--- src/logic/busDatapathPkg.sv ---
package busDatapathPkg;
	localparam int wordWidth = 32;
	localparam int regCount = 16;
	localparam int addrWidth = 9;
	localparam int memWords = 512;
	localparam int busSrcCount = 24;
	localparam int loadEnWidth = 16;
	localparam int aluOpWidth = 5;

	typedef logic [wordWidth-1:0] wordT;
	typedef logic [3:0] regIndexT;
	typedef logic [addrWidth-1:0] addrT;
	typedef logic [busSrcCount-1:0] busSelT;
	typedef logic [loadEnWidth-1:0] loadEnT;
	typedef logic [aluOpWidth-1:0] aluOpT;

	// bus sources, r0..r15 occupy bits 0 to 15
	localparam int busSrcR0 = 0;
	localparam int busSrcR15 = 15;
	localparam int busSrcHi = 16;
	localparam int busSrcLo = 17;
	localparam int busSrcZHigh = 18;
	localparam int busSrcZLow = 19;
	localparam int busSrcPc = 20;
	localparam int busSrcMdr = 21;
	localparam int busSrcInPort = 22;
	localparam int busSrcC = 23; // sign-extended IR constant

	localparam int ldHi = 0;
	localparam int ldLo = 1;
	localparam int ldZ = 2;
	localparam int ldPc = 3;
	localparam int ldMdr = 4;
	localparam int ldIr = 5;
	localparam int ldMar = 6;
	localparam int ldY = 7;
	localparam int ldOutPort = 8;
	localparam int ldInPort = 9;
	localparam int ldCon = 10;

	localparam aluOpT aluAdd = 5'd0;
	localparam aluOpT aluSub = 5'd1;
	localparam aluOpT aluAnd = 5'd2;
	localparam aluOpT aluOr = 5'd3;
	localparam aluOpT aluShr = 5'd4;
	localparam aluOpT aluShra = 5'd5;
	localparam aluOpT aluShl = 5'd6;
	localparam aluOpT aluRor = 5'd7;
	localparam aluOpT aluRol = 5'd8;
	localparam aluOpT aluMul = 5'd9;
	localparam aluOpT aluNeg = 5'd10;
	localparam aluOpT aluNot = 5'd11;
	localparam aluOpT aluIncPc = 5'd12;
endpackage

--- src/logic/selectEncode.sv ---
`timescale 1ns/100ps
module selectEncode (
	input busDatapathPkg::wordT ir,
	input logic gra,
	input logic grb,
	input logic grc,
	input logic rin,
	input logic rout,
	input logic baOut,
	output busDatapathPkg::regIndexT regIndex,
	output logic regWrite,
	output logic regRead,
	output logic forceZero,
	output busDatapathPkg::wordT cSignExt
);
	always_comb begin
		if (gra) begin
			regIndex = ir[26:23]; // ra field
		end else if (grb) begin
			regIndex = ir[22:19]; // rb field
		end else if (grc) begin
			regIndex = ir[18:15]; // rc field
		end else begin
			regIndex = '0;
		end
	end

	assign regWrite = rin;
	assign regRead = rout | baOut; // BAout is a read with r0 masked
	assign forceZero = baOut && (regIndex == '0);
	assign cSignExt = {{13{ir[18]}}, ir[18:0]}; // 19-bit constant

	always_comb begin
		assert final ($onehot0({gra, grb, grc}))
			else $error("selectEncode: more than one of gra/grb/grc set");
	end
endmodule

--- config.mk ---
export PLATFORM = sky130hd
export DESIGN_NAME = selectEncode
export DESIGN_NICKNAME = d
export VERILOG_FILES = /design/src/logic/busDatapathPkg.sv /design/src/logic/selectEncode.sv
export SDC_FILE = /design/constraint.sdc
export NUM_CORES = 1
export LEC_CHECK = 0
export BUFFER_PORTS_ARGS = -buffer_cell sky130_fd_sc_hd__buf_2
export CAP_MARGIN = 10
export CORE_MARGIN = 5
export CORE_UTILIZATION = 28
export DETAILED_ROUTE_END_ITERATION = 10
export PLACE_DENSITY = 0.9
export SYNTH_ARGS = -nofsm -noshare
export SYNTH_HDL_FRONTEND = slang
export SYNTH_SLANG_ARGS = --single-unit
--- constraint.sdc ---
create_clock -name vclk -period 1.45
set_clock_uncertainty 0.1 [all_clocks]
set_input_delay 0.29 -clock vclk [all_inputs]
set_output_delay 0.29 -clock vclk [all_outputs]
set_load 0.01 [all_outputs]
==> results list <==
* Fin nets: about 100
- For the worst setup path, the data required time is 1.06 ns.
* Fmax achieved: 0.6960 GHz
* Num rows: 13
- In the layout the commonest cells are buf_2 (38), a21oi_2 (5), nand3b_1 (4), a21oi_1 (3), buf_4 (3).
- Area share of the leading cell type in the synthesized netlist: 64.08%
* Met2 capacity usage during global routing: 14.36%
- Summing all placed instances gives a cell area of 372.9 µm².
* Starting density of the core: 29.71%
* Setup CP Type: in -> out
- Area inside the core boundary: 1301 µm²
* Share of layout cells above drive strength 1: 80.95%
- Met1 GRT Util: 7.778%
- Hold Crit Endpoint: cSignExt[2]
- Cell internal power was estimated by the tool at 64.85 µW.
- In the routed design, unresolved DRC markers number 0.
- Sequential element share of the synthesized area: 0%
- Detailed placement ended at an HPWL of just under 1000 µm.
- Instance count of the mapped netlist: 54
- For this design the static power due to leakage is 0.0002163 µW.
* Layout clock buffer count: 0
- Across all layers, the routed design uses 374 vias.
* Delay of the slowest critical-path stage: between 0.2 and 0.25 ns
- Average wire per standard cell: 13.09 µm
- Power per Cell Area: 327.1 nW/µm²
- CP Cell Sequence: buf_4 > a21oi_2 > a21oi_2 > nor4_2 > buf_2
- Total Wirelength: ~1000 µm
- In this run the mean area of a mapped cell was slightly above 7 µm².
* Most frequent cell on the critical path: a21oi_2
- Number of hold buffers added after CTS: 0
* Share of the core filled with cells: 31.25%
- I/O pin cnt: 77
- Leaving out fill and tap cells, the most frequent cell in the layout is buf_2.
* Biggest area contributors in the synthesized netlist: buf_4 (64%), a21oi_1 (9.1%), nand3b_1 (7.8%), nor2b_1 (4.9%), and2b_1 (3.9%)
* Floorplan die height: 47.16 µm
- Net switching is 51.25% of the power.
- STA classifies the critical path startpoint as an input port.
- Result of the run: completed
- The clock network burns 0% of the power.
- Setup violations remaining at the end of the flow were counted as 0.
- At the pin with the least slew margin, the transition time is 0.1952 ns.
* Switching power total: approximately 68 µW
- The mapped netlist covers 386.6 µm².
- The floorplan step defined a die boundary enclosing 2224 µm².
* RSZ-0062 raised after global routing: true
- GP Congestion: 0.7961
- Counting the fill cells in the layout gives about 160.
- Entering global routing, the biggest net connects 15 pins.
- For this block, the initial DRC count from the detailed router was 3.
- In this run the remaining antenna-violating nets after routing total 0.
* Share of total power in sequential cells: 0%
- Final antenna diode count: 0
- Top Usage Layer GRT: met2
- In the routed layout, each cell is associated on average with a via count of 4.795.
- Data arrival time of the worst path: 1.05 ns
- Peak supply drop: between 0.0001 and 0.00015 V
- Cell area after layout: 406.6 µm²
- Total area of sequential cells: 0 µm²
- In this run the worst path has a maximum fanout of 8.
- The final count of pins violating max slew is 0.
- The via count of the first global-routing pass came to 302.
- Number of synthesis warnings: 0
- Mapped Nets: 92
- Crit end category: output port
* Crit path max-delay cell type: nor4_2
* Antenna violations before repair: 0
- Worst Min Path Start: ir[2]
* Power after layout: 133.0 µW
* Post-layout minimum cycle time: between 1 and 1.5 ns
* Max-cap violations: 0
- Chip Width: 47.16 µm
- The total overflow left after global routing is 0.
- Footprint of the multi-input gates: ~160 µm²
- GRT Overall Usage: 7.917%
- Counting instances, the worst hold path has a depth of 0.
* I/O Buffers: 40
* Area Overhead vs Synth: 5.178%
- Buffers added to address setup during post-CTS repair amount to 0.
- Met3 layer usage reported by global route: 1.533%
- Yosys mapped the design onto 10 distinct sky130hd cell types.
- Combinational share of power: 100.0%
- The worst hold path belongs to the class in -> out.
- Sequential cells placed in the final layout were counted as 0.
* Biggest area consumer among synthesized cells: buf_4
* Part of the cycle the worst path needs: 99.09%
- The final-report hold violation count was 0.
- Wire length of the first global-routing pass: 1338 µm
- Number of search-and-repair iterations in the first detailed-routing pass: 4
- Measured against its own limit, the worst slew margin works out to 86.99%.
==> worst max-delay path: cells and delay by family <==
family                 cells  cell delay [ns]
buffers and inverters      2             0.30
AND/OR/NAND/NOR            1             0.24
AO/OA/AOI/OAI              2             0.21
==> worst max-delay path by stage <==
| stage | end | start | slack [ns] |
|---|---|---|---|
| after CTS | forceZero | grb | 0.004 |
| after detailed placement | forceZero | grb | -0.04 |
| after global placement | forceZero | grb | -0.03 |
| after global routing | forceZero | grb | -0.02 |
| after floorplan | forceZero | ir[21] | 0.14 |
| final | forceZero | grb | 0.01 |
==> power by group through the flow <==
stage | Sequential, µW | Combinational (µW) | Clock (µW)
4_1_cts | 0 | 134 | 0
2_1_floorplan | 0 | 128 | 0
3_5_place_dp | 0 | 125 | 0
6_report | 0 | 133 | 0
5_1_grt | 0 | 146 | 0
3_3_place_gp | 0 | 122 | 0
==> cells by family (layout without fill, tap and decap cells) <==
group / Yosys count / count (layout) / share of synthesized area, %
buffers and inverters: 33 / 42 / 64.08
AO/OA/AOI/OAI: 9 / 9 / 13.59
AND/OR/NAND/NOR: 12 / 12 / 22.33
==> routing by layer <==
metal	share of wire, %	up-vias
li1	-	165
met1	28	159
met2	43	38
met3	23	12
met4	5.7	0
met5	0	-
==> cells in the mapped netlist <==
| cell | instances |
|---|---|
| buf_4 | 33 |
| nand3b_1 | 4 |
| nor4_2 | 1 |
| nor2b_1 | 3 |
| nand2_1 | 1 |
| a21oi_2 | 1 |
| or2_2 | 1 |
| a32oi_1 | 1 |
| a21oi_1 | 7 |
| and2b_1 | 2 |
==> per-stage QoR <==
| step | hold slack, ns | setup TNS [ns] | std cells | worst slack [ns] |
|---|---|---|---|---|
| 2_1_floorplan | 0.5718 | 0 | 54 | 0.1405 |
| 3_3_place_gp | 0.4801 | -0.02592 | 78 | -0.02592 |
| 3_5_place_dp | 0.4801 | -0.03656 | 78 | -0.03656 |
| 4_1_cts | 0.4801 | 0 | 78 | 0.003663 |
| 5_1_grt | 0.4800 | -0.02105 | 78 | -0.02105 |
| 6_report | 0.4800 | 0 | 78 | 0.01316 |
==> area by class of cell <==
type	count	area share, %
tap	15	4.615
timing repair buffer	42	55.08
multi-input combinational	21	40.31
==> timing repair <==
action,CTS,global route
gates resized for setup,7,2
pin swaps,2,0
endpoints found under the setup margin,1,1
hold endpoints to repair,0,0
No activity file was read; power rests on OpenSTA's default activity.
