## src/logic/busDatapathPkg.sv

```systemverilog
package busDatapathPkg;
	localparam int wordWidth = 32;
	localparam int regCount = 16;
	localparam int addrWidth = 9;
	localparam int memWords = 512;
	localparam int busSrcCount = 24;
	localparam int loadEnWidth = 16;
	localparam int aluOpWidth = 5;

	typedef logic [wordWidth-1:0] wordT;
	typedef logic [3:0] regIndexT;
	typedef logic [addrWidth-1:0] addrT;
	typedef logic [busSrcCount-1:0] busSelT;
	typedef logic [loadEnWidth-1:0] loadEnT;
	typedef logic [aluOpWidth-1:0] aluOpT;

	// bus sources, r0..r15 occupy bits 0 to 15
	localparam int busSrcR0 = 0;
	localparam int busSrcR15 = 15;
	localparam int busSrcHi = 16;
	localparam int busSrcLo = 17;
	localparam int busSrcZHigh = 18;
	localparam int busSrcZLow = 19;
	localparam int busSrcPc = 20;
	localparam int busSrcMdr = 21;
	localparam int busSrcInPort = 22;
	localparam int busSrcC = 23; // sign-extended IR constant

	localparam int ldHi = 0;
	localparam int ldLo = 1;
	localparam int ldZ = 2;
	localparam int ldPc = 3;
	localparam int ldMdr = 4;
	localparam int ldIr = 5;
	localparam int ldMar = 6;
	localparam int ldY = 7;
	localparam int ldOutPort = 8;
	localparam int ldInPort = 9;
	localparam int ldCon = 10;

	localparam aluOpT aluAdd = 5'd0;
	localparam aluOpT aluSub = 5'd1;
	localparam aluOpT aluAnd = 5'd2;
	localparam aluOpT aluOr = 5'd3;
	localparam aluOpT aluShr = 5'd4;
	localparam aluOpT aluShra = 5'd5;
	localparam aluOpT aluShl = 5'd6;
	localparam aluOpT aluRor = 5'd7;
	localparam aluOpT aluRol = 5'd8;
	localparam aluOpT aluMul = 5'd9;
	localparam aluOpT aluNeg = 5'd10;
	localparam aluOpT aluNot = 5'd11;
	localparam aluOpT aluIncPc = 5'd12;
endpackage

```

## src/logic/alu.sv

```systemverilog
`timescale 1ns/100ps
module alu (
	input logic clk,
	input logic rstN,
	input busDatapathPkg::wordT bus,
	input busDatapathPkg::loadEnT loadEn,
	input busDatapathPkg::aluOpT aluOp,
	output logic [2*busDatapathPkg::wordWidth-1:0] aluResult
);
	busDatapathPkg::wordT y;
	busDatapathPkg::wordT lowResult;
	logic [4:0] shamt;
	logic [2*busDatapathPkg::wordWidth-1:0] yTwice;
	logic [2*busDatapathPkg::wordWidth-1:0] product;
	logic [2*busDatapathPkg::wordWidth-1:0] rotLeft;
	logic [2*busDatapathPkg::wordWidth-1:0] rotRight;

	always_ff @(posedge clk or negedge rstN) begin
		if (!rstN) begin
			y <= '0;
		end else if (loadEn[busDatapathPkg::ldY]) begin
			y <= bus; // first operand, held over a step
		end
	end

	assign shamt = bus[4:0];
	assign yTwice = {y, y};
	assign rotLeft = yTwice << shamt; // rol result sits in the upper word
	assign rotRight = yTwice >> shamt;

	// sign-extend both to 64 bits so the low 64 of the product are the signed result
	assign product = {{32{y[31]}}, y} * {{32{bus[31]}}, bus};

	always_comb begin
		case (aluOp)
			busDatapathPkg::aluAdd: lowResult = y + bus;
			busDatapathPkg::aluSub: lowResult = y - bus;
			busDatapathPkg::aluAnd: lowResult = y & bus;
			busDatapathPkg::aluOr: lowResult = y | bus;
			busDatapathPkg::aluShr: lowResult = y >> shamt;
			busDatapathPkg::aluShra: lowResult = $signed(y) >>> shamt;
			busDatapathPkg::aluShl: lowResult = y << shamt;
			busDatapathPkg::aluRor: lowResult = rotRight[31:0];
			busDatapathPkg::aluRol: lowResult = rotLeft[63:32];
			busDatapathPkg::aluNeg: lowResult = -bus; // unary ops take the bus
			busDatapathPkg::aluNot: lowResult = ~bus;
			busDatapathPkg::aluIncPc: lowResult = bus + 32'd1;
			default: lowResult = '0;
		endcase
	end

	always_comb begin
		if (aluOp == busDatapathPkg::aluMul) begin
			aluResult = product;
		end else begin
			aluResult = {{32{lowResult[31]}}, lowResult};
		end
	end
endmodule

```

## config.mk

```make
export PLATFORM = sky130hd
export DESIGN_NAME = alu
export DESIGN_NICKNAME = d
export VERILOG_FILES = /design/src/logic/busDatapathPkg.sv /design/src/logic/alu.sv
export SDC_FILE = /design/constraint.sdc
export NUM_CORES = 2
export LEC_CHECK = 0
export ABC_CLOCK_PERIOD_IN_PS = 8430
export BUFFER_PORTS_ARGS = -buffer_cell sky130_fd_sc_hd__buf_4
export CAP_MARGIN = 10
export CORE_UTILIZATION = 61
export DETAILED_ROUTE_END_ITERATION = 10
export GPL_ROUTABILITY_DRIVEN = 1
export PLACE_DENSITY = 0.81
export RECOVER_POWER = 100
export SYNTH_ARGS = -nofsm -noshare
export SYNTH_HDL_FRONTEND = slang
export SYNTH_SLANG_ARGS = --single-unit
```

## constraint.sdc

```tcl
create_clock -name clk -period 8.43 [get_ports clk]
set_input_delay 0.4215 -clock clk [delete_from_list [all_inputs] [get_ports clk]]
set_output_delay 0.4215 -clock clk [all_outputs]
set_load 0.005 [all_outputs]
```

==> out/metrics.cfg <==
[detailed_routing]
drt_pass_1_iters = 7
detail_route.wl_per_cell_um = 25.7
totalWireLength_um = 171000
first_iter_violations = 4407
routed_via_density = 6.29
route.vias.total = 41798
ant_nets = 0
drcViolationCount = 0

[worst_setup_path]
crit_family = adder cells
worst_setup_path_start_kind = register
critical_path_buf_inv_count = 10
ff2ff_path_depth = 4
wp_data_required_ns = 8.01
worst-path-max-fanout = 6
worstPathArrival_ns = 8.38
r2r_setup_slack_ns = 6.81
critical-path-max-stage-delay_ns = 0.63
cp-end-kind = output pin
worstReg2RegStart = y[24]
worst_r2r_endpoint = y[24]
critPathSlowestCell = fa_2
critPathKind = reg2out

[synth]
synth.yosys.warnings = 0
synth.net_count = 6837
syn-cell-area_um2 = 47400
synth_top_family_by_area = adder cells
synth-seq-cells = 32
synth_top_cell_by_area = fa_1
avgSynthCellArea_um2 = 8.70
synthTopCellsByCount = fa_1 (1084), inv_1 (983), nand2_1 (632)
synthCells = 5452
synth_top_area_frac = 0.457
synthAdderAreaFrac = 0.522
netlist-cell-type-count = 87
ys_top_cells_by_area = fa_1 (46%), inv_1 (7.8%), and2_1 (7.5%)
yosys.area_share.simple = 0.175
post_synthesis_xor_xnor_area_fraction = 0.0223
async_reset_ff_frac = 1.00
yosys.cell_count.top_type = fa_1
synth_seq_area_share = 0.0169
dominant_synthesized_flop_cell = dfrtp_1
synth_edf_count = 0
synth_compound_gate_area_share = 0.103
muxShareOfSynthArea = 0.0508

[placement]
dp_worst_setup_slack_ns = -0.340
place_hpwl_um = 132000
buffers_on_ports = 103
gpl.final_weighted_congestion = 1.05
postPlaceCellArea_um2 = 51000

[global_route]
first_global_vias = 43871
grt_pass1_wl_um = 258000
grt_max_degree = 65
globalRouteOverflowTotal = 0
groute.usage.overall = 0.438
grt_antenna_before_repair = 13

[outcome]
failed_checks = max-capacitance violations, max-slew violations, negative setup slack
run_status = finished with violations

[layout]
finalNetCount = 6988
largest_register = y
reg_top3 = y x32
finalCoreUtilization = 0.691
fillerInstances = 5695
postLayoutCellArea_um2 = 52800
layout-drive-gt1-share = 0.147
flip_flop_count_of_the_largest_register_all_copies_and_words_added = 32
area_growth_pct = 11.4

[sta]
max-slew-margin-rel = -0.860
fin_crit_sh = 1.04
finalSetupViolations = 16
worst_clk_skew_ns = 0
finalHoldViolCount = 0
fin_ws_ns = -0.374
rsz0062_at_grt = yes
timing_max_transition_violations_final = 111
final.hold.worst_slack_ns = 0.575
tightestPinTransition_ns = 2.79
final.min_clock_period_ns = 8.80
max_freq_ghz = 0.114

[clock_tree]
clkSinkCount = 32
clk_pin_slew_worst_paths_ns = 0.07
cts-root-buf = clkbuf_16
cts_buffers = 5
clk_latency_ns = 0.31
clockBufferDepth = 2
cts_tree = done
ctsHtreeMaxLevel = 2

[worst_hold_path]
holdCritPathClass = reg2reg
worst_hold_path.endpoint = y[21]
min_delay_path_depth = 1
hp-start = y[21]

[floorplan]
top_level_ports = 119
floorplan.initialDensity = 0.620
core_area_um2 = 76500
row_count = 101
dieHeight_um = 281
die_area_um2 = 78900
die_x_um = 281

[job]
drv_cap = 3

[cells by family after synthesis]
kind of cell,count (synthesis)
flops,32
fa+ha+maj,1330
xor+xnor,120
buf+inv,1364
simple gates,1691
compound gates,745
mux,170
[cell type report]
type | instances | area, µm² | share of cell area
multi-input combinational | 4056 | 42300 | 0.801
timing repair buffer | 520 | 4510 | 0.0854
inverter | 988 | 3720 | 0.0704
tap | 1030 | 1290 | 0.0244
sequential | 32 | 823 | 0.0156
clock buffer | 5 | 125 | 0.00237
clock inverter | 3 | 42.5 | 0.000805
antenna | 7 | 17.5 | 0.000331
[what timing repair did]
| action | CTS | global route |
|---|---|---|
| cloned | 0 | 7 |
| setup endpoints to repair | 27 | 36 |
| hold buffers | 0 | 0 |
| pin swaps | 31 | 124 |
| hold endpoints to repair | 0 | 0 |
| buffers inserted | 15 | 63 |
| resized for setup | 75 | 165 |
[routing by layer]
metal / up-vias / share of wire / GRT usage
met5: - / 0.00033 / 0
met1: 20872 / 0.35 / 0.548
met4: 10 / 0.080 / 0.274
met3: 744 / 0.12 / 0.117
met2: 2904 / 0.45 / 0.678
li1: 17268 / - / -
[stage by stage]
stage               setup TNS (ns)  instances
CTS                         -0.479       6567
detailed placement           -1.38       6547
floorplan                  -0.0235       5452
finish                       -1.90       6641
global route                 -7.18       6636
global placement             -1.11       6547
[worst max-delay path by stage]
stage,from,to,slack [ns],cells after the start
2_1_floorplan,y[31],aluResult[61],-0.02,27
3_3_place_gp,y[31],aluResult[63],-0.32,26
3_5_place_dp,y[31],aluResult[63],-0.34,27
4_1_cts,y[31],aluResult[61],-0.16,30
5_1_grt,y[31],aluResult[63],-0.56,31
6_report,y[31],aluResult[63],-0.37,29
[cells in the final DEF, fill, tap and decap left out, drive strengths merged, types with 10 or more instances in the layout]
master  Yosys  routed
a21o       62      62
a221oi     15      15
nor2      277     277
o22ai      25      25
nand3      37      37
dfrtp      32      32
clkbuf    326      33
o21ai     171     171
nor3       41      41
o211ai     41      41
o21a       15      15
a211o      12      12
inv       984     983
and2      567     567
a21oi     203     203
ha        246     246
mux2i      80      80
mux2       37      37
a22oi      10      10
nand2     633     633
xnor2      80      80
mux4       53      53
xor2       40      40
buf        50     492
a211oi     22      22
o221ai     22      22
nand4      37      37
a31oi      30      30
o21bai     26      26
fa       1084    1084
o31ai      11      11
nor2b      12      12
nor4       11      11
nand2b     34      34
a32oi      11      11
Power is not shown: default switching activity piles up to over one toggle a cycle in this logic, so the estimate is an artifact.
