--- config.mk ---
export PLATFORM = sky130hd
export DESIGN_NAME = registerFile
export DESIGN_NICKNAME = d
export VERILOG_FILES = /design/src/logic/busDatapathPkg.sv /design/src/logic/registerFile.sv
export SDC_FILE = /design/constraint.sdc
export NUM_CORES = 1
export LEC_CHECK = 0
export BUFFER_PORTS_ARGS = -buffer_cell sky130_fd_sc_hd__buf_2
export CORE_MARGIN = 1
export CORE_UTILIZATION = 40
export DETAILED_ROUTE_END_ITERATION = 8
export PLACE_DENSITY = 0.74
export SLEW_MARGIN = 20
export SYNTH_ARGS = -nofsm -noshare
export SYNTH_HDL_FRONTEND = slang
export SYNTH_SLANG_ARGS = --single-unit
--- constraint.sdc ---
create_clock -name clk -period 3.4 [get_ports clk]
set_input_delay 1.02 -clock clk [delete_from_list [all_inputs] [get_ports clk]]
set_output_delay 1.02 -clock clk [all_outputs]
set_load 0.005 [all_outputs]
--- src/logic/busDatapathPkg.sv ---
package busDatapathPkg;
	localparam int wordWidth = 32;
	localparam int regCount = 16;
	localparam int addrWidth = 9;
	localparam int memWords = 512;
	localparam int busSrcCount = 24;
	localparam int loadEnWidth = 16;
	localparam int aluOpWidth = 5;

	typedef logic [wordWidth-1:0] wordT;
	typedef logic [3:0] regIndexT;
	typedef logic [addrWidth-1:0] addrT;
	typedef logic [busSrcCount-1:0] busSelT;
	typedef logic [loadEnWidth-1:0] loadEnT;
	typedef logic [aluOpWidth-1:0] aluOpT;

	// bus sources, r0..r15 occupy bits 0 to 15
	localparam int busSrcR0 = 0;
	localparam int busSrcR15 = 15;
	localparam int busSrcHi = 16;
	localparam int busSrcLo = 17;
	localparam int busSrcZHigh = 18;
	localparam int busSrcZLow = 19;
	localparam int busSrcPc = 20;
	localparam int busSrcMdr = 21;
	localparam int busSrcInPort = 22;
	localparam int busSrcC = 23; // sign-extended IR constant

	localparam int ldHi = 0;
	localparam int ldLo = 1;
	localparam int ldZ = 2;
	localparam int ldPc = 3;
	localparam int ldMdr = 4;
	localparam int ldIr = 5;
	localparam int ldMar = 6;
	localparam int ldY = 7;
	localparam int ldOutPort = 8;
	localparam int ldInPort = 9;
	localparam int ldCon = 10;

	localparam aluOpT aluAdd = 5'd0;
	localparam aluOpT aluSub = 5'd1;
	localparam aluOpT aluAnd = 5'd2;
	localparam aluOpT aluOr = 5'd3;
	localparam aluOpT aluShr = 5'd4;
	localparam aluOpT aluShra = 5'd5;
	localparam aluOpT aluShl = 5'd6;
	localparam aluOpT aluRor = 5'd7;
	localparam aluOpT aluRol = 5'd8;
	localparam aluOpT aluMul = 5'd9;
	localparam aluOpT aluNeg = 5'd10;
	localparam aluOpT aluNot = 5'd11;
	localparam aluOpT aluIncPc = 5'd12;
endpackage

--- src/logic/registerFile.sv ---
`timescale 1ns/100ps
module registerFile (
	input logic clk,
	input logic rstN,
	input busDatapathPkg::wordT bus,
	input busDatapathPkg::regIndexT regIndex,
	input logic regWrite,
	input logic forceZero,
	input logic [busDatapathPkg::regCount-1:0] directIn,
	output busDatapathPkg::wordT regs [busDatapathPkg::regCount],
	output busDatapathPkg::wordT regOut
);
	always_ff @(posedge clk or negedge rstN) begin
		if (!rstN) begin
			for (int i = 0; i < busDatapathPkg::regCount; i++) begin
				regs[i] <= '0;
			end
		end else begin
			for (int i = 0; i < busDatapathPkg::regCount; i++) begin
				if (directIn[i]) begin
					regs[i] <= bus; // testbench preload path
				end
			end
			if (regWrite) begin
				regs[regIndex] <= bus; // Rin through the IR field
			end
		end
	end

	// r0 reads as zero only for address arithmetic (BAout)
	assign regOut = forceZero ? '0 : regs[regIndex];

	// both write paths on one edge would race for the same register
	assert property (@(posedge clk) disable iff (!rstN)
		!(regWrite && (|directIn)))
		else $error("registerFile: regWrite and directIn high together");
endmodule

==> PnR_summary.wiki <==
{| class="wikitable"
! Metric !! Value
|-
| Core Box Area || 0.0577 mm²
|-
| Static leakage || 13.7 nW
|-
| Die extent in y || 243 µm
|-
| Post-detailed-route DRC marker count || 0
|-
| Initial antenna violation count || 18
|-
| Reg clk slew, reported paths || 0.06 ns
|-
| Dpl hpwl || 60000 µm
|-
| CTS root buf || sky130_fd_sc_hd__clkbuf_16
|-
| Synth Area per Inst || 15.4 µm²
|-
| Crit path kind || input pin to output port
|-
| Unrepaired setup endpoints after global routing || true
|-
| Final number of hold-violating endpoints || 0
|-
| GRT overflow || 0
|-
| Result of the run || finished, violations left
|-
| Row count || 88
|-
| Worst Path Arrival || 2.48 ns
|-
| Post-synth top cells || sky130_fd_sc_hd__dfrtp_1 (512), sky130_fd_sc_hd__mux2_2 (457), sky130_fd_sc_hd__mux2_1 (119)
|-
| Largest net degree at the start of global routing || 85
|-
| Cell type group with the largest total delay on the critical path || buffers and inverters
|-
| Clock tree from TritonCTS || yes
|-
| Die area || 0.0593 mm²
|-
| Highest routed layer || met5
|-
| Headroom to the max-slew limit || 0.486
|-
| Post-synthesis async set-or-reset flop share || 1.00
|-
| Final RePlAce weighted congestion || 0.982
|-
| Number of buffer and inverter instances along the worst setup path || 5
|-
| Number of levels in the clock H-tree || 2
|-
| Startpoint type of the worst setup path || input pin
|-
| Die X || 243 µm
|-
| Failing checks || negative setup slack
|-
| Register-to-Register Setup Slack || 2.51 ns
|-
| Worst-path cell with the longest stage delay || sky130_fd_sc_hd__mux4_2
|-
| Pins over their slew limit || 0
|-
| Net count after synthesis || 1569
|-
| Insertion delay to the later sink of the worst-skew pair || 0.60 ns
|-
| Portion of the clock cycle consumed by the worst path in the final layout || 1.03
|-
| Register share of total power || 0.441
|-
| Initial core utilization || 0.404
|-
| Clk_skew || 0 ns
|-
| Critical Path Max Stage Delay || 0.53 ns
|-
| Final critical-path setup slack || -0.105 ns
|-
| Layout cells sized above 1 || 0.639
|-
| Layout Nets || 2226
|-
| Max clock buf depth || 3
|-
| Number of clock sinks || 512
|-
| Routed vias/inst || 5.79
|-
| Capturing element type of the critical path || output port
|-
| Worst-case vdd ir drop || 0.000390 V
|-
| Via count of the first global-routing pass || 17996
|-
| Endpoint required time on the critical path || 2.38 ns
|-
| Crit path cell chain || buf_16 > buf_16 > buf_6 > mux4_2 > a22oi_2 > buf_6 > o31ai_2 > buf_2
|-
| Largest register FFs || 512
|-
| Final setup violation count || 28
|-
| Number of input and output port buffers inserted || 599
|-
| Total Wirelength || 86300 µm
|-
| Part of the total power dissipated in combinational logic || 0.190
|-
| Number of nets still failing antenna checks after routing || 0
|-
| Total standard cell area after synthesis || 0.0233 mm²
|-
| Post-placement worst setup slack || -0.216 ns
|-
| Maximum fanout along the worst path || 7
|-
| Count of pins on the block boundary || 600
|-
| Max-cap viol count || 0
|-
| Final min period || 3.50 ns
|-
| Number of enable-type register cells in the synthesized netlist || 0
|-
| Clock Power Share || 0.370
|-
| Number of synthesized register bits || 512
|-
| Net Sw Frac || 0.280
|-
| Switching power || 0.00466 W
|-
| Length of routed wiring on met1 || 33800 µm
|-
| Max Fclk || 285 MHz
|-
| Hold Buf Count CTS || 0
|-
| Pwr dens || 541 mW/mm²
|-
| Top-area cell type share of the netlist area || 0.549
|-
| Post-synthesis cell type with the largest combined area || sky130_fd_sc_hd__dfrtp_1
|-
| Main area contributors after synthesis || sky130_fd_sc_hd__dfrtp_1 (55%), sky130_fd_sc_hd__mux2_2 (22%), sky130_fd_sc_hd__mux4_2 (6.2%)
|-
| Post-detailed-route wirelength per cell || 28.8 µm
|-
| Fill cell count || 4739
|-
| Distinct cell type count after synthesis || 31
|-
| Area Growth Syn to Fin || 32.0%
|-
| Ys Warns || 0
|-
| Registers with the highest flip-flop counts || regs (512)
|-
| Vias || 17356
|-
| Detailed-routed wire length on met3 || 6500 µm
|-
| Violation count after the first detailed-route iteration || 1031
|-
| GRT Resource Usage Total || 0.286
|-
| First-pass GRT wire length || 125000 µm
|-
| Post-synthesis sequential area ratio || 0.549
|-
| Class of the tightest hold or removal check || input pin to asynchronous set/reset pin
|-
| Top-count cell post-synth || sky130_fd_sc_hd__dfrtp_1
|-
| Worst setup path startpoint || regIndex[0]
|-
| Least-Margin Pin Slew || 0.769 ns
|-
| Main synth FF type || sky130_fd_sc_hd__dfrtp_1
|-
| First-pass iteration count of the detailed router || 5
|-
| P_int || 0.0120 W
|-
| Worst reg2reg startpoint || regs[292]
|-
| Largest reg by FF count || regs
|-
| TritonCTS Buffers || 55
|-
| Setup TNS || -1.27 ns
|-
| Post-synthesis cell count || 1513
|-
| Met2 Wirelength || 41300 µm
|}
cells in the final DEF (no fill, tap or decap), types with 30 or more instances in the layout:
master                      count
sky130_fd_sc_hd__buf_4         71
sky130_fd_sc_hd__dfrtp_1      512
sky130_fd_sc_hd__buf_12        47
sky130_fd_sc_hd__a22oi_2       30
sky130_fd_sc_hd__o22ai_1       30
sky130_fd_sc_hd__clkbuf_16     58
sky130_fd_sc_hd__a22o_1        32
sky130_fd_sc_hd__mux4_2        64
sky130_fd_sc_hd__buf_2        595
sky130_fd_sc_hd__mux2i_1       64
sky130_fd_sc_hd__mux2_2       457
sky130_fd_sc_hd__mux2_1       119
per-stage QoR:
step           total power [W]  hold slack, ns   util  cell area (µm²)  cells
4_1_cts                 0.0167           0.415  0.530            30600   2975
5_1_grt                 0.0173           0.428  0.534            30800   2993
2_1_floorplan          0.00870           0.506      -            23300   1513
3_5_place_dp            0.0105           0.499  0.490            28300   2861
6_report                0.0167           0.408  0.534            30800   2995
3_3_place_gp            0.0104           0.487  0.490            28300   2861
routing by layer:
metal | up-vias | GRT usage
met5 | - | 0
met4 | 4 | 0.152
met3 | 251 | 0.0583
met2 | 924 | 0.456
met1 | 9145 | 0.367
li1 | 7032 | -
worst paths after layout:
path	end	depth (start not counted)
min in group clk	regs[387]	1
max in group asynchronous	regs[434]	2
hold / removal	regs[4]	1
hold reg to reg	regs[387]	1
setup reg to reg	regs[292]	1
setup / recovery	regOut[11]	8
what timing repair did:
item,in CTS,in global routing
gates cloned,5,2
buffers inserted,8,4
pin swaps,15,13
setup endpoints to repair,32,32
gates resized for setup,51,26
kinds of logic after synthesis:
family                 after synthesis  synth area share
multiplexers                       704             0.367
flip-flops                         512             0.549
AO/OA/AOI/OAI                      144            0.0482
buffers and inverters              137            0.0298
AND/OR/NAND/NOR                     16           0.00536
power by group through the flow:
stage	Combinational, W	Sequential [W]	Clock, W
detailed placement	0.00303	0.00743	0
global placement	0.00298	0.00739	0
floorplan	0.00140	0.00730	0
CTS	0.00313	0.00733	0.00627
finish	0.00316	0.00735	0.00616
global route	0.00334	0.00740	0.00655
final cells by class:
cell class,count,area [µm²],area share
Antenna cell,16,40.0,0.00130
Clock buffer,79,1590,0.0516
Tap cell,765,957,0.0311
Clock inverter,22,278,0.00902
Inverter,1,3.75,0.000122
Multi-Input combinational cell,864,10200,0.332
Sequential cell,512,12800,0.416
Timing Repair Buffer,736,4890,0.159
Power figures use the tool's default switching activity.
