`config.mk`:
```
export PLATFORM = sky130hd
export DESIGN_NAME = conFf
export DESIGN_NICKNAME = d
export VERILOG_FILES = /design/src/logic/busDatapathPkg.sv /design/src/logic/conFf.sv
export SDC_FILE = /design/constraint.sdc
export NUM_CORES = 1
export LEC_CHECK = 0
export BUFFER_PORTS_ARGS = -buffer_cell sky130_fd_sc_hd__buf_2
export CORE_MARGIN = 2
export CORE_UTILIZATION = 11
export DETAILED_ROUTE_END_ITERATION = 7
export PLACE_DENSITY = 0.75
export SETUP_SLACK_MARGIN = 0.02
export SYNTH_ARGS = -nofsm -noshare
export SYNTH_HDL_FRONTEND = slang
export SYNTH_SLANG_ARGS = --single-unit
```
`constraint.sdc`:
```
create_clock -name clk -period 0.95 [get_ports clk]
set_input_delay 0 -clock clk [delete_from_list [all_inputs] [get_ports clk]]
set_output_delay 0 -clock clk [all_outputs]
set_load 0.05 [all_outputs]
```
`src/logic/busDatapathPkg.sv`:
```
package busDatapathPkg;
	localparam int wordWidth = 32;
	localparam int regCount = 16;
	localparam int addrWidth = 9;
	localparam int memWords = 512;
	localparam int busSrcCount = 24;
	localparam int loadEnWidth = 16;
	localparam int aluOpWidth = 5;

	typedef logic [wordWidth-1:0] wordT;
	typedef logic [3:0] regIndexT;
	typedef logic [addrWidth-1:0] addrT;
	typedef logic [busSrcCount-1:0] busSelT;
	typedef logic [loadEnWidth-1:0] loadEnT;
	typedef logic [aluOpWidth-1:0] aluOpT;

	// bus sources, r0..r15 occupy bits 0 to 15
	localparam int busSrcR0 = 0;
	localparam int busSrcR15 = 15;
	localparam int busSrcHi = 16;
	localparam int busSrcLo = 17;
	localparam int busSrcZHigh = 18;
	localparam int busSrcZLow = 19;
	localparam int busSrcPc = 20;
	localparam int busSrcMdr = 21;
	localparam int busSrcInPort = 22;
	localparam int busSrcC = 23; // sign-extended IR constant

	localparam int ldHi = 0;
	localparam int ldLo = 1;
	localparam int ldZ = 2;
	localparam int ldPc = 3;
	localparam int ldMdr = 4;
	localparam int ldIr = 5;
	localparam int ldMar = 6;
	localparam int ldY = 7;
	localparam int ldOutPort = 8;
	localparam int ldInPort = 9;
	localparam int ldCon = 10;

	localparam aluOpT aluAdd = 5'd0;
	localparam aluOpT aluSub = 5'd1;
	localparam aluOpT aluAnd = 5'd2;
	localparam aluOpT aluOr = 5'd3;
	localparam aluOpT aluShr = 5'd4;
	localparam aluOpT aluShra = 5'd5;
	localparam aluOpT aluShl = 5'd6;
	localparam aluOpT aluRor = 5'd7;
	localparam aluOpT aluRol = 5'd8;
	localparam aluOpT aluMul = 5'd9;
	localparam aluOpT aluNeg = 5'd10;
	localparam aluOpT aluNot = 5'd11;
	localparam aluOpT aluIncPc = 5'd12;
endpackage

```
`src/logic/conFf.sv`:
```
`timescale 1ns/100ps
module conFf (
	input logic clk,
	input logic rstN,
	input busDatapathPkg::wordT bus,
	input busDatapathPkg::wordT ir,
	input busDatapathPkg::loadEnT loadEn,
	output logic conFlag
);
	logic condMet;

	always_comb begin
		case (ir[20:19]) // c2 field
			2'b00: condMet = (bus == '0); // zero
			2'b01: condMet = (bus != '0); // nonzero
			2'b10: condMet = !bus[31]; // positive, sign clear
			default: condMet = bus[31]; // negative
		endcase
	end

	always_ff @(posedge clk or negedge rstN) begin
		if (!rstN) begin
			conFlag <= 1'b0;
		end else if (loadEn[busDatapathPkg::ldCon]) begin
			conFlag <= condMet;
		end
	end
endmodule

```
==> metrics.md, run 1 <==
| Metric | Value |
|---|---|
| HPWL Detailed | 646 um |
| Failing checks | setup timing |
| RSZ-0062 raised after global routing | yes |
| Fin. Hold Viols | 0 |
| Top Registers | conFlag (1) |
| Placed Area | 400.4 um2 |
| Pre-CTS WS | -190.6 ps |
| PortBufs | 37 |
| Iteration-0 DRC Markers | 0 |
| Top-count cell post-synth | nor4_1 |
| Row cnt | 13 |
| Worst reg2reg startpoint | conFlag$_DFFE_PN0P_ |
| Status | finished, violations left |
| Vias in the first global route | 287 |
| Clock Skews | 0 ps |
| Cells after synthesis | 22 |
| CP startpoint kind | input pin |
| Crit-path cells | buf_6 -> nor4_2 -> nand3_1 -> or4_1 -> nand3_1 |
| Initial core utilization | 11.68% |
| Register Area | 26.28 um2 |
| Final WS setup | -180.0 ps |
| Max Slew Vio Count | 0 |
| Die area | 1676 um2 |
| Total GRT Usage | 9.263% |
| Critical Path Start | bus[15] |
| Slew margin rel. | 84.80% |
| Cell variety after synth | 14 |
| Final min period | 1130 ps |
| Yosys reg bits | 1 |
| Leading area contributor after synthesis | nor4_1 |
| Leak pwr | 0.2185 nW |
| Setup_tns | -180.0 ps |
| Synth top cells by count | nor4_1 (7), nand3_1 (2), nor2_1 (2) |
| Antenna fix cells | 0 |
| Combinational Power Share | 76.3% |
| Sequential-to-total area share from yosys stat | 16.67% |
| Crit path max fanout | 2 |
| Worst slew pin tran | 226.1 ps |
| Switching pwr | 0.00007548 W |
| Maxcap violations | 0 |
| Antenna Nets Post-Route | 0 |
| Avg Cell Area, Syn | 6.825 um2 |
| Largest net degree at the start of global routing | 4 |
| HP Class | in2async |
| DR vias | 338 |
| Postcts setup bufs | 0 |
| Filler cells | 137 |
| Width of the die | 40.95 um |
| CTS clock-pin slew for the worst setup and hold paths | 0 ps |
| Final period utilization | 118.9% |
| Worst-Skew Late Latency | 0 ps |
| Final non-filler cell area | 484.2 um2 |
| Remaining DRCs | 0 |
| Critical path class | in2reg |
| Clock power frac | 0% |
| Routability cong. | 0.6433 |
| DR pass1 iterations | 1 |
| Post-synth EDFFs | 0 |
| DR vias/cell | 4.447 |
| Post-synthesis async set-or-reset flop share | 100.0% |
| Mapped Nets | 104 |
| Largest register FFs | 1 |
| CP required | 880 ps |
| Mapped Area | 150.1 um2 |
| First-pass GRT wire length | 1083 um |
| WL final | 751 um |
| Average wire per standard cell | 9.882 um |
| Crit path DAT | 1060 ps |
| Fmax | 884.9 MHz |
| CP max stage delay | 490 ps |
| Crit. End Element | flip-flop |
| Largest Register | conFlag |
| Initial antenna violation count | 0 |
| Pwr/cell area | 462.9 nW/um2 |
| Synth top area share | 29.17% |
| Io pins | 83 |
| Max VDD drop | 0.2010 mV |
| Final setup viols | 1 |
| Nets | 145 |
| Util after Layout | 37.68% |
| Share of layout cells above drive strength 1 | 80.33% |
| Top area cells in the synthesized netlist | nor4_1 (29%), dfrtp_1 (17%), nand3_1 (6.7%) |
| Reg2reg end | conFlag$_DFFE_PN0P_ |
| Flop pwr share | 23.7% |
| Switching share of power | 33.67% |
| R2r setup slk | 100 ps |
| Area grow syn2layout | 222.5% |
| Overflow after GRT | 0 |
| Core Region | 1285 um2 |
| Crit path max-delay cell type | or4_1 |
| R2R depth | 2 |
| Int Pwr | 0.0001487 W |
| Yosys warns | 0 |
| Area occupied by multi-input gates | 188.9 um2 |
| Die H | 40.95 um |
| Crit path capture | conFlag$_DFFE_PN0P_ |
| Worst Hold Margin | 311.4 ps |
| Ys flop type | dfrtp_1 |
| CP most frequent cell | nand3_1 |
-- power by group through the flow --
stage / Sequential [W] / Combinational, W / Clock [W]
CTS: 0.0000535 / 0.000149 / 0
global placement: 0.0000528 / 0.000134 / 0
global route: 0.0000540 / 0.000185 / 0
floorplan: 0.0000723 / 0.0000291 / 0
finish: 0.0000532 / 0.000171 / 0
detailed placement: 0.0000535 / 0.000137 / 0
-- metrics by stage --
step / std cells / total power (W)
3_5_place_dp: 75 / 0.0001906
5_1_grt: 76 / 0.0002389
3_3_place_gp: 75 / 0.0001873
2_1_floorplan: 22 / 0.0001013
6_report: 76 / 0.0002242
4_1_cts: 76 / 0.0002030
-- cells in the final DEF (no fill, tap or decap), drive strengths merged --
cell / n
inv: 1
nand3: 2
nor3: 1
a221oi: 1
nor4: 7
buf: 38
or4: 1
and3: 1
nand2: 1
or2b: 2
dfrtp: 1
dlygate4sd3: 1
nor2: 2
o21ai: 1
nand4: 1
-- kinds of logic after synthesis --
family,count (synthesis),synth area share (%)
buf+inv,1,2.498
compound gates,2,9.165
simple gates,18,71.67
flops,1,16.66
-- repair_timing --
item | in CTS | in global routing
pin swaps | 2 | 1
hold endpoints to repair | 1 | 0
hold buffers | 1 | 0
resized for setup | 4 | 7
endpoints found under the setup margin | 1 | 1
-- per-layer routing --
| layer | vias up | GRT usage (%) | share of wire, % |
|---|---|---|---|
| met4 | 0 | 0 | 0 |
| met1 | 147 | 9.615 | 30 |
| met5 | - | 0 | 0 |
| li1 | 170 | - | - |
| met2 | 21 | 20.31 | 58 |
| met3 | 0 | 0.5435 | 12 |
-- layout make-up --
cell class,instances,share of cell area (%)
multi-input combinational,20,39.02
sequential,1,5.426
tap,15,3.876
inverter,1,0.7752
timing repair buffer,39,50.90
-- critical path, delay by kind of cell --
| family | cells | cell delay (ps) |
|---|---|---|
| simple gates | 4 | 970 |
| buf+inv | 1 | 90 |
-- worst min path at each step --
stage	startpoint	end	slack, ps	cells past startpoint
after floorplan	rstN	conFlag$_DFFE_PN0P_	-300	0
after global placement	rstN	conFlag$_DFFE_PN0P_	-220	1
after detailed placement	rstN	conFlag$_DFFE_PN0P_	-220	1
after CTS	rstN	conFlag$_DFFE_PN0P_	320	2
after global routing	rstN	conFlag$_DFFE_PN0P_	330	2
final	rstN	conFlag$_DFFE_PN0P_	310	2
Power figures use the tool's default switching activity.
==> run 2, diff against run 1 <==
==> constraint.sdc (replaced) <==
create_clock -name clk -period 0.95 [get_ports clk]
set_input_delay 0.0475 -clock clk [delete_from_list [all_inputs] [get_ports clk]]
set_output_delay 0.0475 -clock clk [all_outputs]
set_load 0.05 [all_outputs]
==> metrics.md, run 2 (synthesized netlist as in run 1, its figures left out) <==
| Metric | Value |
|---|---|
| Status | finished, violations left |
| Failing checks | setup timing |
| Cell Count, Final, Fillers Out | 77 |
| Row cnt | 13 |
| Antenna fix cells | 0 |
| CP startpoint kind | input pin |
| CTS clock-pin slew for the worst setup and hold paths | 0 ps |
| Width of the die | 40.95 um |
| R2R depth | 2 |
| DR vias/cell | 4.312 |
| Initial antenna violation count | 0 |
| HP Class | in2async |
| Slew margin rel. | 83.70% |
| Clock power frac | 0% |
| CP required | 880 ps |
| HPWL Detailed | 675.6 um |
| Critical path class | in2reg |
| Io pins | 83 |
| Max Slew Vio Count | 0 |
| Average wire per standard cell | 10.17 um |
| Util after Layout | 37.68% |
| Overflow after GRT | 0 |
| Initial core utilization | 11.68% |
| Switching pwr | 0.00008112 W |
| Maxcap violations | 0 |
| Routability cong. | 0.6531 |
| Worst slew pin tran | 246.3 ps |
| Clock Skews | 0 ps |
| WL final | 783 um |
| DR pass1 iterations | 1 |
| Total GRT Usage | 10.71% |
| Pre-CTS WS | -226.3 ps |
| Switching share of power | 36.09% |
| Top Registers | conFlag (1) |
| Most frequent cells in the layout | buf_2 (33), nor4_4 (4), buf_6 (4), nor4_2 (3) |
| Iteration-0 DRC Markers | 0 |
| Max VDD drop | 0.1352 mV |
| Largest Register | conFlag |
| Combinational Power Share | 76.6% |
| Share of layout cells above drive strength 1 | 79.03% |
| Final WS setup | -186.3 ps |
| Final setup viols | 1 |
| Power Total | 0.0002247 W |
| Nets | 146 |
| Final min period | 1136 ps |
| Die area | 1676 um2 |
| First-pass GRT wire length | 1235 um |
| Crit. End Element | flip-flop |
| Filler cells | 135 |
| Crit path max fanout | 2 |
| Flop pwr share | 23.4% |
| Largest register FFs | 1 |
| Fmax | 880.0 MHz |
| Remaining DRCs | 0 |
| Commonest non-fill, non-tap cell in the layout | buf_2 |
| Placed cell count | 75 |
| Register Area | 26.28 um2 |
| Die H | 40.95 um |
| Setup_tns | -186.3 ps |
| Pwr/cell area | 464.1 nW/um2 |
| DR vias | 332 |
| Vias in the first global route | 324 |
| PortBufs | 37 |
| Worst-Skew Late Latency | 0 ps |
| Worst reg2reg startpoint | conFlag$_DFFE_PN0P_ |
| Int Pwr | 0.0001436 W |
| Leak pwr | 0.2188 nW |
| Final period utilization | 119.6% |
| Crit path DAT | 1060 ps |
| Core Region | 1285 um2 |
| Antenna Nets Post-Route | 0 |
| Largest net degree at the start of global routing | 3 |
| Area grow syn2layout | 222.5% |
| Fin. Hold Viols | 0 |
| R2r setup slk | 70 ps |
| RSZ-0062 raised after global routing | yes |
| Reg2reg end | conFlag$_DFFE_PN0P_ |
| Area occupied by multi-input gates | 200.2 um2 |
[run 2: area by class of cell]
class	instances	share of cell area, %
inverter	1	0.7752
multi-input combinational	20	41.34
sequential	1	5.426
tap	15	3.876
timing repair buffer	40	48.58
[run 2: timing repair]
item | CTS | global route
pin swaps | 1 | 2
endpoints found under the setup margin | 1 | 1
buffers inserted | 0 | 1
hold buffers | 1 | 0
gates cloned | 0 | 0
endpoints found under the hold margin | 1 | 0
gates resized for setup | 3 | 6
[run 2: how the worst max path moves through the flow]
stage,start,slack [ps],to
after global routing,bus[19],-280,conFlag$_DFFE_PN0P_
after CTS,bus[19],-210,conFlag$_DFFE_PN0P_
final,bus[19],-190,conFlag$_DFFE_PN0P_
after floorplan,conFlag$_DFFE_PN0P_,-50,conFlag$_DFFE_PN0P_
after global placement,bus[19],-180,conFlag$_DFFE_PN0P_
after detailed placement,bus[1],-230,conFlag$_DFFE_PN0P_
[run 2: routing by layer]
metal | vias to the layer above | global-route usage, % | part of all wire, %
li1 | 171 | - | -
met1 | 140 | 10.58 | 30
met2 | 21 | 23.83 | 58
met3 | 0 | 1.087 | 12
met4 | 0 | 0 | 0
met5 | - | 0 | 0
[run 2: worst max-delay path, stage by stage]
cell and delay [ps]:
buf_6 100, nor4_4 240, nand3_1 120, or4_1 480, nand3_1 80
[run 2: power by group through the flow]
stage	sequential, W	combinational [W]	clock (W)
5_1_grt	0.0000534	0.000187	0
6_report	0.0000526	0.000172	0
3_5_place_dp	0.0000527	0.000140	0
4_1_cts	0.0000527	0.000150	0
2_1_floorplan	0.0000714	0.0000262	0
3_3_place_gp	0.0000523	0.000137	0
[run 2: stage by stage]
| stage | area, um2 | hold slack (ps) |
|---|---|---|
| floorplan | 188.9 | -248.1 |
| global placement | 400.4 | -176.7 |
| detailed placement | 400.4 | -174.4 |
| CTS | 429.2 | 365.6 |
| global route | 484.2 | 382.0 |
| finish | 484.2 | 361.6 |
==> run 3, diff against run 2 <==
- ABC_AREA: not set -> 1
- CORE_UTILIZATION: 11 -> 13
- PLACE_DENSITY: 0.75 -> 0.77
==> metrics.md, run 3 <==
| Metric | Value |
|---|---|
| Status | finished, violations left |
| Failing checks | setup timing |
| First-pass GRT wire length | 903 um |
| Crit path DAT | 840 ps |
| Mapped Area | 180.2 um2 |
| Post-synthesis async set-or-reset flop share | 100.0% |
| DR vias | 348 |
| Critical hold path startpoint | loadEn[10] |
| Share of layout cells above drive strength 1 | 49.35% |
| Cells after synthesis | 39 |
| Top-count cell post-synth | nor2_1 |
| Synth top area share | 35.42% |
| Yosys reg bits | 1 |
| Worst reg2reg startpoint | conFlag$_DFFE_PN0P_ |
| Commonest non-fill, non-tap cell in the layout | buf_2 |
| HP Class | in2reg |
| Maxcap violations | 0 |
| Leak pwr | 0.2364 nW |
| Cell variety after synth | 9 |
| Leading area contributor after synthesis | nor2_1 |
| Iteration-0 DRC Markers | 5 |
| Yosys warns | 0 |
| Routability cong. | 0.6100 |
| CP required | 830 ps |
| Crit. End Element | flip-flop |
| Synth top cells by count | nor2_1 (17), nand2_1 (11), inv_1 (3), nand3_1 (3) |
| Mapped Nets | 121 |
| RSZ-0062 raised after global routing | yes |
| Clock Skews | 0 ps |
| Antenna fix cells | 0 |
| DR pass1 iterations | 4 |
| Vias in the first global route | 277 |
| CP startpoint kind | input pin |
| Largest net degree at the start of global routing | 3 |
| Nets | 161 |
| Worst-Skew Late Latency | 0 ps |
| Initial antenna violation count | 0 |
| Cell Count, Final, Fillers Out | 92 |
| Core Region | 1301 um2 |
| Area grow syn2layout | 122.2% |
| Die area | 1700 um2 |
| Max Slew Vio Count | 0 |
| Crit-path cells | buf_6 -> or2_1 -> nor2_1 -> nand2_1 -> nor2_1 -> nand2_1 -> nand2_1 -> nand2_1 -> nand3_1 -> nand2_1 |
| Largest Register | conFlag |
| Largest register FFs | 1 |
| Pwr/cell area | 449.7 nW/um2 |
| Antenna Nets Post-Route | 0 |
| Met1 Track Usage GR | 7.278% |
| Slew margin rel. | 83.62% |
| Most frequent cells in the layout | buf_2 (36), nor2_1 (17), nand2_1 (11), nand3_1 (3), inv_1 (3) |
| DR vias/cell | 3.783 |
| CP max stage delay | 210 ps |
| Die H | 41.23 um |
| CP most frequent cell | nand2_1 |
| Global routing met2 resource utilization | 16.41% |
| Busiest grt layer | met2 |
| PortBufs | 37 |
| Critical path class | in2reg |
| Crit path max-delay cell type | or2_1 |
| Max VDD drop | 0.1277 mV |
| Placed cell count | 91 |
| Initial core utilization | 13.85% |
| Average wire per standard cell | 6.913 um |
| Avg Cell Area, Syn | 4.620 um2 |
| Sequential-to-total area share from yosys stat | 13.89% |
| Ys flop type | dfrtp_1 |
| Final min period | 957.8 ps |
| Filler cells | 155 |
| Io pins | 83 |
| Overflow after GRT | 0 |
| Final WS setup | -7.846 ps |
| Top area cells in the synthesized netlist | nor2_1 (35%), nand2_1 (23%), dfrtp_1 (14%) |
| Critical Path Start | ir[20] |
| Fmax | 1044 MHz |
| Total GRT Usage | 7.412% |
| Post-synth EDFFs | 0 |
| Final setup viols | 1 |
| Postcts setup bufs | 0 |
| Row cnt | 13 |
| Setup_tns | -7.846 ps |
| Final period utilization | 100.8% |
| Remaining DRCs | 0 |
| WL final | 636 um |
| Met3 usage | 0% |
| Worst slew pin tran | 247.4 ps |
| Width of the die | 41.23 um |
| Crit path max fanout | 2 |
| CTS clock-pin slew for the worst setup and hold paths | 0 ps |
| Fin. Hold Viols | 0 |
| Top Registers | conFlag (1) |
[run 3: changes by cell type after synthesis, sizes merged, moves of 2 or more]
cell   previous run  this run
inv               1         3
nand2             1        11
nor2              2        18
nor4              7         0
or2b              2         0
[run 3: power breakdown]
group,switching (W),internal (W),total (W)
combinational,0.0000551,0.0000746,0.000130
clock,0,0,0
sequential,0.00000232,0.0000480,0.0000503
total,0.0000575,0.000123,0.000180
[run 3: worst paths after layout]
| path | cells after the start | slack [ps] | to |
|---|---|---|---|
| max | 10 | -8 | conFlag$_DFFE_PN0P_ |
| min | 3 | 290 | conFlag$_DFFE_PN0P_ |
| max reg2reg | 2 | 370 | conFlag$_DFFE_PN0P_ |
| min reg2reg | 2 | 470 | conFlag$_DFFE_PN0P_ |
| max in group asynchronous | 2 | 500 | conFlag$_DFFE_PN0P_ |
| min in group asynchronous | 2 | 360 | conFlag$_DFFE_PN0P_ |
[run 3: timing repair]
action | 4_1_cts | 5_1_grt
endpoints found under the setup margin | 1 | 1
hold endpoints to repair | 1 | 0
hold buffers | 1 | 0
resized for setup | 1 | 0
pin swaps | 1 | 0
[run 3: critical path: cells and delay by family]
| family | cells | cell delay, ps |
|---|---|---|
| and+or+nand+nor | 9 | 700 |
| buffers and inverters | 1 | 90 |
[run 3: area by class of cell]
type                       instances  area [um2]  share of cell area [%]
sequential                         1       25.02                   6.250
tap                               15       18.77                   4.688
timing repair buffer              38       201.4                   50.31
inverter                           3       11.26                   2.812
multi-input combinational         35       143.9                   35.94
[run 3: layer usage]
| metal | part of all wire [%] | up-vias | wire, um |
|---|---|---|---|
| met5 | 0 | - | 0 |
| met4 | 0 | 0 | 0 |
| met3 | 13 | 0 | 83 |
| met2 | 52 | 18 | 328 |
| met1 | 35 | 134 | 223 |
| li1 | - | 196 | - |
[run 3: logic make-up (layout without fill, tap and decap cells)]
logic type	Yosys count	in the layout	synth area share, %
buf+inv	3	41	6.250
flops	1	1	13.89
simple gates	35	35	79.86
[run 3: through the flow]
| stage | area [um2] | hold slack (ps) | total power (W) | util, % | setup WS (ps) |
|---|---|---|---|---|---|
| after CTS | 400.4 | 299.5 | 0.0001819 | 30.77 | -24.17 |
| after global placement | 384.1 | -177.4 | 0.0001718 | 29.52 | -21.06 |
| final | 400.4 | 292.9 | 0.0001800 | 30.77 | -7.846 |
| after global routing | 400.4 | 310.2 | 0.0001988 | 30.77 | -181.3 |
| after floorplan | 180.2 | -248.1 | 0.00009602 | - | 114.4 |
| after detailed placement | 384.1 | -176.9 | 0.0001759 | 29.52 | -48.50 |
